### src/design/minimig_pkg.sv
// shared types and constants for the chipset glue, imported by every block that needs them
`default_nettype none

package minimig_pkg;

	// ------------------------------
	// bus widths and constants
	// ------------------------------
	localparam int DATA_W         = 16;   // custom and cpu data bus
	localparam int RTC_NIBBLE_LSB = 2;    // cpu address bits picking the rtc nibble
	localparam int RTC_NIBBLE_MSB = 5;
	localparam int RTC_NIBBLE_W   = RTC_NIBBLE_MSB - RTC_NIBBLE_LSB + 1;
	localparam int RESET_FRAMES   = 2;    // frames counted before reset release
	localparam int RST_CNT_W      = $clog2(RESET_FRAMES + 1);

	localparam logic [2:0] IPL_LEVEL7   = 3'b000;  // active low, all lines asserted
	localparam logic       NTSC_DEFAULT = 1'b0;    // pal after power-up

	typedef logic [DATA_W-1:0] data_word_t;
	typedef logic [23:1]       cpu_addr_t;   // 68k word address
	typedef logic [63:0]       rtc_t;        // sixteen bcd nibbles

	// reset requests, all active high
	typedef struct packed {
		logic kbd_rst;    // ctrl-amiga-amiga
		logic usr_rst;    // menu reset
		logic ext_rst;    // external line
		logic host_rst;   // host mcu
	} rst_req_t;

	// ------------------------------
	// user configuration words
	// ------------------------------
	// msb first, so bit positions match the userio registers
	typedef struct packed {
		logic       hrtmon;      // bit 6
		logic [1:0] fast_size;   // bits 5:4
		logic [1:0] slow_size;   // bits 3:2
		logic [1:0] chip_size;   // bits 1:0, 2'b11 is 2MB chip
	} mem_cfg_t;

	typedef struct packed {
		logic aga;         // bit 4
		logic ecs;
		logic a1k;
		logic ntsc;
		logic cpu_turbo;   // bit 0
	} chipset_cfg_t;

	typedef struct packed {
		logic       fast_kick;   // bit 3
		logic       fast_chip;   // bit 2
		logic [1:0] cpu_type;    // 68000 / 68020 select
	} cpu_cfg_t;

	typedef struct packed {
		mem_cfg_t     mem;
		logic [3:0]   floppy;    // drive count and speed
		chipset_cfg_t chipset;
		logic [2:0]   ide;       // gayle, master, slave enables
		cpu_cfg_t     cpu;
	} user_cfg_t;

	// flags handed to the chips and the memory side
	typedef struct packed {
		logic       turbochipram;
		logic       turbokick;
		logic       aga;
		logic       ecs;
		logic       a1k;
		logic [1:0] slow_config;
	} cfg_flags_t;

	// ------------------------------
	// read sources, or-combined
	// ------------------------------
	typedef struct packed {
		data_word_t gary;
		data_word_t cia;
		data_word_t gayle;
		data_word_t cart;
		data_word_t autoconfig;
	} cpu_rd_src_t;

	typedef struct packed {
		data_word_t agnus;
		data_word_t paula;
		data_word_t denise;
		data_word_t userio;
	} custom_rd_src_t;

	typedef enum logic [1:0] {
		RST_HOLD,    // request active
		RST_COUNT,   // waiting on frames
		RST_RUN      // released
	} rst_state_e;

endpackage

`default_nettype wire

### src/design/board_status.sv
// board status outputs, toggled vsync marker for the host mcu and the dimmed power led
`timescale 1ns/1ps
`default_nettype none

module board_status (
	input  logic clk,
	input  logic reset,
	input  logic clk7_en_i,
	input  logic vsync_n_i,   // agnus vertical sync, active low
	input  logic hblank_i,
	input  logic led_n_i,     // power led bit from cia a
	output logic init_b_o,    // toggles once per frame
	output logic pwr_led_o
);

	logic vsync_q;   // previous sample
	logic vsync_fall;

	// ------------------------------
	// vsync marker
	// ------------------------------
	assign vsync_fall = ~vsync_n_i & vsync_q;

	always_ff @(posedge clk) begin
		if (reset) begin
			vsync_q  <= 1'b0;   // no false edge right after reset
			init_b_o <= 1'b0;
		end else if (clk7_en_i) begin
			vsync_q <= vsync_n_i;
			if (vsync_fall) begin
				init_b_o <= ~init_b_o;   // mcu syncs osd updates to this
			end
		end
	end

	// led off state is dimmed, lit only during hblank
	assign pwr_led_o = ~(led_n_i & ~hblank_i);

endmodule

`default_nettype wire

### src/design/config_regs.sv
// registers the user configuration words and derives the chipset and memory feature flags
`timescale 1ns/1ps
`default_nettype none

module config_regs
	import minimig_pkg::*;
(
	input  logic       clk,
	input  logic       reset,
	input  logic       clk7_en_i,
	input  logic       minimig_reset_i,   // chipset held in reset
	input  user_cfg_t  user_cfg_i,        // from userio
	input  logic       ovl_i,             // kickstart overlay from cia a
	output user_cfg_t  user_cfg_o,
	output cfg_flags_t cfg_flags_o,
	output logic       ntsc_o             // video standard to agnus and paula
);

	user_cfg_t cfg_q;
	logic      chip_2mb;

	// ------------------------------
	// configuration register
	// ------------------------------
	always_ff @(posedge clk) begin
		if (reset) begin
			cfg_q <= '0;
		end else begin
			cfg_q <= user_cfg_i;   // reloaded every clock
		end
	end

	assign user_cfg_o = cfg_q;

	// ------------------------------
	// derived flags
	// ------------------------------
	assign chip_2mb = &cfg_q.mem.chip_size;

	// fast chip only with aga, no overlay and the full 2MB chip ram
	assign cfg_flags_o.turbochipram = cfg_q.chipset.aga & ~ovl_i
		& cfg_q.cpu.fast_chip & chip_2mb;
	// kickstart shadow, also aga only
	assign cfg_flags_o.turbokick    = ~ovl_i & cfg_q.cpu.fast_kick & cfg_q.chipset.aga;
	assign cfg_flags_o.aga          = cfg_q.chipset.aga;
	assign cfg_flags_o.ecs          = cfg_q.chipset.ecs | cfg_q.chipset.aga;   // aga implies ecs
	assign cfg_flags_o.a1k          = cfg_q.chipset.a1k;
	assign cfg_flags_o.slow_config  = cfg_q.mem.slow_size;

	// ------------------------------
	// video standard latch
	// ------------------------------
	// pal/ntsc from the menu only takes effect across a reset, the
	// beam counters would be confused by a change mid-frame
	always_ff @(posedge clk) begin
		if (reset) begin
			ntsc_o <= NTSC_DEFAULT;
		end else if (clk7_en_i && minimig_reset_i) begin
			ntsc_o <= cfg_q.chipset.ntsc;
		end
	end

endmodule

`default_nettype wire

### src/design/cpu_read_mux.sv
// cpu and custom read bus combining, rtc nibble read, level 7 override and spi data-out
`timescale 1ns/1ps
`default_nettype none

module cpu_read_mux
	import minimig_pkg::*;
(
	input  cpu_addr_t      cpu_addr_i,
	input  logic           cpu_rd_i,
	input  logic           sel_rtc_i,      // rtc space from gary
	input  rtc_t           rtc_i,
	input  cpu_rd_src_t    cpu_src_i,
	input  custom_rd_src_t custom_src_i,
	input  logic           int7_i,         // cartridge nmi
	input  logic [2:0]     ipl_n_i,        // from paula
	input  logic           paula_sdo_i,
	input  logic           user_sdo_i,
	output data_word_t     cpu_data_o,
	output data_word_t     custom_data_o,
	output logic [2:0]     cpu_ipl_n_o,
	output logic           sdo_o
);

	logic [RTC_NIBBLE_W-1:0] rtc_nib_sel;
	logic [RTC_NIBBLE_W+1:0] rtc_bit_lsb;   // nibble index times four
	logic [3:0]              rtc_nib;
	data_word_t              rtc_word;

	// ------------------------------
	// rtc read
	// ------------------------------
	assign rtc_nib_sel = cpu_addr_i[RTC_NIBBLE_MSB:RTC_NIBBLE_LSB];
	assign rtc_bit_lsb = {rtc_nib_sel, 2'b00};
	assign rtc_nib     = rtc_i[rtc_bit_lsb +: 4];

	// must be zero when not selected, it goes into the or below
	assign rtc_word = (sel_rtc_i && cpu_rd_i) ?
		{{(DATA_W - 4){1'b0}}, rtc_nib} : '0;

	// ------------------------------
	// data buses
	// ------------------------------
	// every source drives zero when not addressed
	assign cpu_data_o = cpu_src_i.gary
		| cpu_src_i.cia
		| cpu_src_i.gayle
		| cpu_src_i.cart
		| cpu_src_i.autoconfig
		| rtc_word;

	assign custom_data_o = custom_src_i.agnus
		| custom_src_i.paula
		| custom_src_i.denise
		| custom_src_i.userio;

	// ------------------------------
	// interrupts and spi
	// ------------------------------
	assign cpu_ipl_n_o = int7_i ? IPL_LEVEL7 : ipl_n_i;   // freeze button wins
	assign sdo_o       = paula_sdo_i | user_sdo_i;         // idle low from both

endmodule

`default_nettype wire

### src/design/minimig_glue.sv
// chipset glue top level, connects reset sequencing, config, read combining and board status
`timescale 1ns/1ps
`default_nettype none

module minimig_glue
	import minimig_pkg::*;
(
	input  logic           clk,
	input  logic           reset,
	input  logic           clk7_en_i,

	// reset sequencing
	input  rst_req_t       rst_req_i,
	input  logic           sof_i,
	input  logic           cpu_reset_n_i,
	input  logic           cpu_rst_i,
	output logic           sys_reset_o,
	output logic           rst_out_o,       // chipset reset status
	output logic           cpu_reset_n_o,

	// configuration
	input  user_cfg_t      user_cfg_i,
	input  logic           ovl_i,
	output user_cfg_t      user_cfg_o,
	output cfg_flags_t     cfg_flags_o,
	output logic           ntsc_o,

	// cpu read side
	input  cpu_addr_t      cpu_addr_i,
	input  logic           cpu_rd_i,
	input  logic           sel_rtc_i,
	input  rtc_t           rtc_i,
	input  cpu_rd_src_t    cpu_src_i,
	input  custom_rd_src_t custom_src_i,
	input  logic           int7_i,
	input  logic [2:0]     ipl_n_i,
	input  logic           paula_sdo_i,
	input  logic           user_sdo_i,
	output data_word_t     cpu_data_o,
	output data_word_t     custom_data_o,
	output logic [2:0]     cpu_ipl_n_o,
	output logic           sdo_o,

	// board status
	input  logic           vsync_n_i,
	input  logic           hblank_i,
	input  logic           led_n_i,
	output logic           init_b_o,
	output logic           pwr_led_o
);

	logic minimig_reset;   // sequencer or cpu core reset

	sys_reset_ctrl rst0 (
		.clk             (clk),
		.reset           (reset),
		.clk7_en_i       (clk7_en_i),
		.rst_req_i       (rst_req_i),
		.sof_i           (sof_i),
		.cpu_reset_n_i   (cpu_reset_n_i),
		.cpu_rst_i       (cpu_rst_i),
		.sys_reset_o     (sys_reset_o),
		.minimig_reset_o (minimig_reset),
		.cpu_reset_n_o   (cpu_reset_n_o)
	);

	config_regs cfg0 (
		.clk             (clk),
		.reset           (reset),
		.clk7_en_i       (clk7_en_i),
		.minimig_reset_i (minimig_reset),
		.user_cfg_i      (user_cfg_i),
		.ovl_i           (ovl_i),
		.user_cfg_o      (user_cfg_o),
		.cfg_flags_o     (cfg_flags_o),
		.ntsc_o          (ntsc_o)
	);

	cpu_read_mux rd0 (
		.cpu_addr_i    (cpu_addr_i),
		.cpu_rd_i      (cpu_rd_i),
		.sel_rtc_i     (sel_rtc_i),
		.rtc_i         (rtc_i),
		.cpu_src_i     (cpu_src_i),
		.custom_src_i  (custom_src_i),
		.int7_i        (int7_i),
		.ipl_n_i       (ipl_n_i),
		.paula_sdo_i   (paula_sdo_i),
		.user_sdo_i    (user_sdo_i),
		.cpu_data_o    (cpu_data_o),
		.custom_data_o (custom_data_o),
		.cpu_ipl_n_o   (cpu_ipl_n_o),
		.sdo_o         (sdo_o)
	);

	// status block restarts with the chipset, one edge behind the top reset
	board_status stat0 (
		.clk       (clk),
		.reset     (minimig_reset),
		.clk7_en_i (clk7_en_i),
		.vsync_n_i (vsync_n_i),
		.hblank_i  (hblank_i),
		.led_n_i   (led_n_i),
		.init_b_o  (init_b_o),
		.pwr_led_o (pwr_led_o)
	);

	assign rst_out_o = minimig_reset;

endmodule

`default_nettype wire

### src/design/sys_reset_ctrl.sv
// reset sequencer, merges reset requests and holds the chipset in reset for a few frames
`timescale 1ns/1ps
`default_nettype none

module sys_reset_ctrl
	import minimig_pkg::*;
(
	input  logic     clk,
	input  logic     reset,
	input  logic     clk7_en_i,         // 7 MHz enable
	input  rst_req_t rst_req_i,
	input  logic     sof_i,             // start of frame from agnus
	input  logic     cpu_reset_n_i,     // reset instruction seen by the cpu core
	input  logic     cpu_rst_i,         // cpu reset from the host
	output logic     sys_reset_o,
	output logic     minimig_reset_o,   // chipset reset
	output logic     cpu_reset_n_o
);

	rst_state_e           state;
	logic [RST_CNT_W-1:0] frame_cnt;
	logic [RST_CNT_W-1:0] frame_cnt_nxt;
	logic                 req_any;

	assign req_any       = |rst_req_i;           // any source holds us
	assign frame_cnt_nxt = frame_cnt + 1'b1;

	// ------------------------------
	// state and frame counter
	// ------------------------------
	always_ff @(posedge clk) begin
		if (reset || req_any) begin
			state       <= RST_HOLD;
			frame_cnt   <= '0;
			sys_reset_o <= 1'b1;
		end else if (clk7_en_i) begin
			case (state)
				RST_HOLD: begin
					state     <= RST_COUNT;   // requests gone, start counting
					frame_cnt <= '0;
				end
				RST_COUNT: begin
					if (sof_i) begin
						frame_cnt <= frame_cnt_nxt;
						if (frame_cnt_nxt == RST_CNT_W'(RESET_FRAMES)) begin
							state       <= RST_RUN;
							sys_reset_o <= 1'b0;   // release on this edge
						end
					end
				end
				RST_RUN: begin
					sys_reset_o <= 1'b0;
				end
				default: begin
					state       <= RST_HOLD;    // illegal encoding
					sys_reset_o <= 1'b1;
				end
			endcase
		end
	end

	// ------------------------------
	// reset outputs
	// ------------------------------
	// both the core and the sequencer can hold the chipset
	assign minimig_reset_o = sys_reset_o | ~cpu_reset_n_i;
	assign cpu_reset_n_o   = ~(sys_reset_o | cpu_rst_i);   // 68k reset line

endmodule

`default_nettype wire

### config.mk
export PLATFORM = sky130hd
export DESIGN_NAME = minimig_glue
export DESIGN_NICKNAME = d
export VERILOG_FILES = /design/src/design/minimig_pkg.sv /design/src/design/board_status.sv /design/src/design/config_regs.sv /design/src/design/cpu_read_mux.sv /design/src/design/minimig_glue.sv /design/src/design/sys_reset_ctrl.sv
export SDC_FILE = /design/constraint.sdc
export NUM_CORES = 1
export LEC_CHECK = 0
export BUFFER_PORTS_ARGS = -buffer_cell sky130_fd_sc_hd__buf_2
export CAP_MARGIN = 30
export CORE_AREA = 3 3 136 138
export DETAILED_ROUTE_END_ITERATION = 7
export DIE_AREA = 0 0 139 141
export PLACE_DENSITY = 0.39
export SLEW_MARGIN = 20
export SYNTH_ARGS = -nofsm -noshare
export SYNTH_HDL_FRONTEND = slang
export SYNTH_SLANG_ARGS = --single-unit
### constraint.sdc
create_clock -name clk -period 2.1 [get_ports clk]
set_input_delay 0.105 -clock clk [delete_from_list [all_inputs] [get_ports clk]]
set_output_delay 0.105 -clock clk [all_outputs]
set_load 0.01 [all_outputs]
==> metrics.txt <==
Crit path required time 2.00 ns; worst-path cell chain buf_2, mux4_1, nand2_1, a21oi_1, or4_1, buf_2; Remaining DRCs 0; Post-Syn Area 2000 um^2; DRT Pass-1 Iters 4; clk root buf clkbuf_16; H-tree depth 2; final core utilization 0.232; worst slack at placement 0.151 ns; fin crit share 0.924; CTS tree yes; Stages on worst setup path 6; Inst Count DP 762; I/O pin total 348; Worst path max stage delay 0.60 ns; Yosys cell types 29; vias per cell 3.78; worst-margin pin slew 0.464 ns; post-layout minimum cycle time 1.94 ns; post-CTS sizing 0; Die W 139 um; outcome complete, no violations; most frequent cells in the layout buf_2, dfxtp_1, nor2b_1; Synth Area per Inst 9.11 um^2; WP data arrival 1.84 ns; RSZ-0062 raised after global routing false; Initial Utilization 0.116; first-pass GRT wire length 13900 um; clk slew on worst S/H paths 0.05 ns; largest net degree at the start of global routing 26; Max-slew headroom 0.691; max cap viols 0; Final Wtd Congestion 0.822; commonest non-fill, non-tap cell in the layout buf_2; flop2flop setup slack 0.51 ns; final cell count without fillers 769; crit start category primary input; TritonCTS Buffers 5; post-cts hold buffer count 0; P&R area growth vs syn 99.9%; CP Class primary input to output pin; crit end category output pin; core area 17300 um^2; hpwl dp 8510 um; worst-case clock buffer depth 2; vias 2905; clk sink count 31; final hold vios 0; total global-route track usage 0.0849; slowest CP cell mux4_1; layout cells sized above 1 0.632; # rows 48; Inserted Diodes 0; Post-DRT Antenna Nets 0; Cell Pwr Density 443 nW/um^2; FMAX 0.515 GHz; Crit path buffers/inverters 2; delay-heaviest family, CP simple AND/OR/NAND/NOR gates; Net Count, Synth 500; Worst Hold Class primary input to flip-flop; clk_lat worst skew 0.27 ns; Routed WL 9310 um; DR iter-0 viols 33; Reg2Reg Depth 6; die height 141 um; die area 19600 um^2; total power draw 1.78 mW; Overflow after GRT 0; yosys warns 0; Nets 824; worst setup margin 0.159 ns; setup TNS 0 ns; final clock skew 0.000534 ns; IO Port Bufs 328; sequential area share after synthesis 0.310; CP max FO 12; Max VDD drop 0.000379 V; Slew Limit Fails 0; Yosys reg bits 31; vias in the first global route 3013; initial antenna violation count 0; Setup violations, final 0; setup bufs post-CTS 0; cell mode on critical path buf_2; Worst Hold Depth 2; Post-Syn Instances 220; leakage 2.03 nW; WL per Instance 12.1 um
logic make-up (layout without fill, tap and decap cells):
kind of cell,count (synthesis),after routing,synth area share
mux,25,25,0.227
compound gates,16,16,0.0518
xor+xnor,1,1,0.00437
fa+ha+maj,4,4,0.0250
flops,31,31,0.310
simple gates,125,125,0.335
buf+inv,18,342,0.0468
worst register-to-register path: stages (launching register included):
cell      delay, ns
dfxtp_1        0.35
inv_1          0.07
ha_1           0.23
a21boi_0       0.16
nor3b_1        0.39
mux2i_1        0.24
nor2_1         0.05
state kept, by name (all words and copies together) (netlist names):
signal / count
cfg0.cfg_flags_o: 4
stat0.init_b_o: 1
rst0.frame_cnt: 2
cfg0.ntsc_o: 1
cfg0.user_cfg_o: 19
rst0.state: 2
rst0.sys_reset_o: 1
stat0.vsync_q: 1
cell type report:
| class | instances | area (um^2) |
|---|---|---|
| well taps | 225 | 282 |
| fillers | 1955 | 13300 |
| inverters | 6 | 22.5 |
| clock buffers | 6 | 139 |
| clock inverters | 1 | 5.00 |
| flip-flops and latches | 31 | 621 |
| repair buffers | 329 | 1650 |
| multi-input cells | 171 | 1290 |
where the power goes:
| group | switching [mW] | internal (mW) |
|---|---|---|
| combinational | 0.177 | 0.282 |
| clock | 0.233 | 0.461 |
| sequential | 0.00838 | 0.614 |
layer usage:
metal,vias to the layer above,GRT usage,share of wire
li1,1447,-,-
met1,1260,0.0797,0.32
met2,188,0.178,0.57
met3,10,0.0241,0.10
met4,0,0.0201,0.015
met5,-,0,0
worst paths after layout:
check / startpoint / endpoint
setup reg to reg: rst0.state[1] / rst0.state[0]
hold / removal: user_cfg_i[1] / cfg0.user_cfg_o[1]
hold reg to reg: cfg0.ntsc_o / cfg0.ntsc_o
setup / recovery: cpu_addr_i[1] / cpu_data_o[1]
synth_stat cells (all sizes together):
cell type / n / area (um^2)
nor3: 15 / 75.1
nand3b: 2 / 15.0
nand2: 24 / 90.1
a21boi: 1 / 7.51
o22ai: 1 / 6.26
or2: 2 / 12.5
or4: 20 / 150
nand2b: 2 / 12.5
ha: 4 / 50.1
xor2: 1 / 8.76
o2111ai: 2 / 17.5
and3b: 1 / 8.76
inv: 6 / 22.5
nand3: 4 / 20.0
clkbuf: 4 / 15.0
a22oi: 2 / 15.0
buf: 8 / 56.3
nor3b: 3 / 22.5
nor2: 24 / 90.1
o21ai: 3 / 15.0
a221oi: 2 / 17.5
dfxtp: 31 / 621
mux4: 14 / 345
nor2b: 28 / 175
mux2i: 11 / 110
a21oi: 5 / 25.0
stage by stage:
stage / hold WS, ns / cell area (um^2)
floorplan: 0.177 / 2000
global placement: 0.311 / 3860
detailed placement: 0.317 / 3860
CTS: 0.0328 / 4010
global route: 0.0436 / 4010
finish: 0.0418 / 4010
Note: power is estimated with default switching activity, not from simulation.
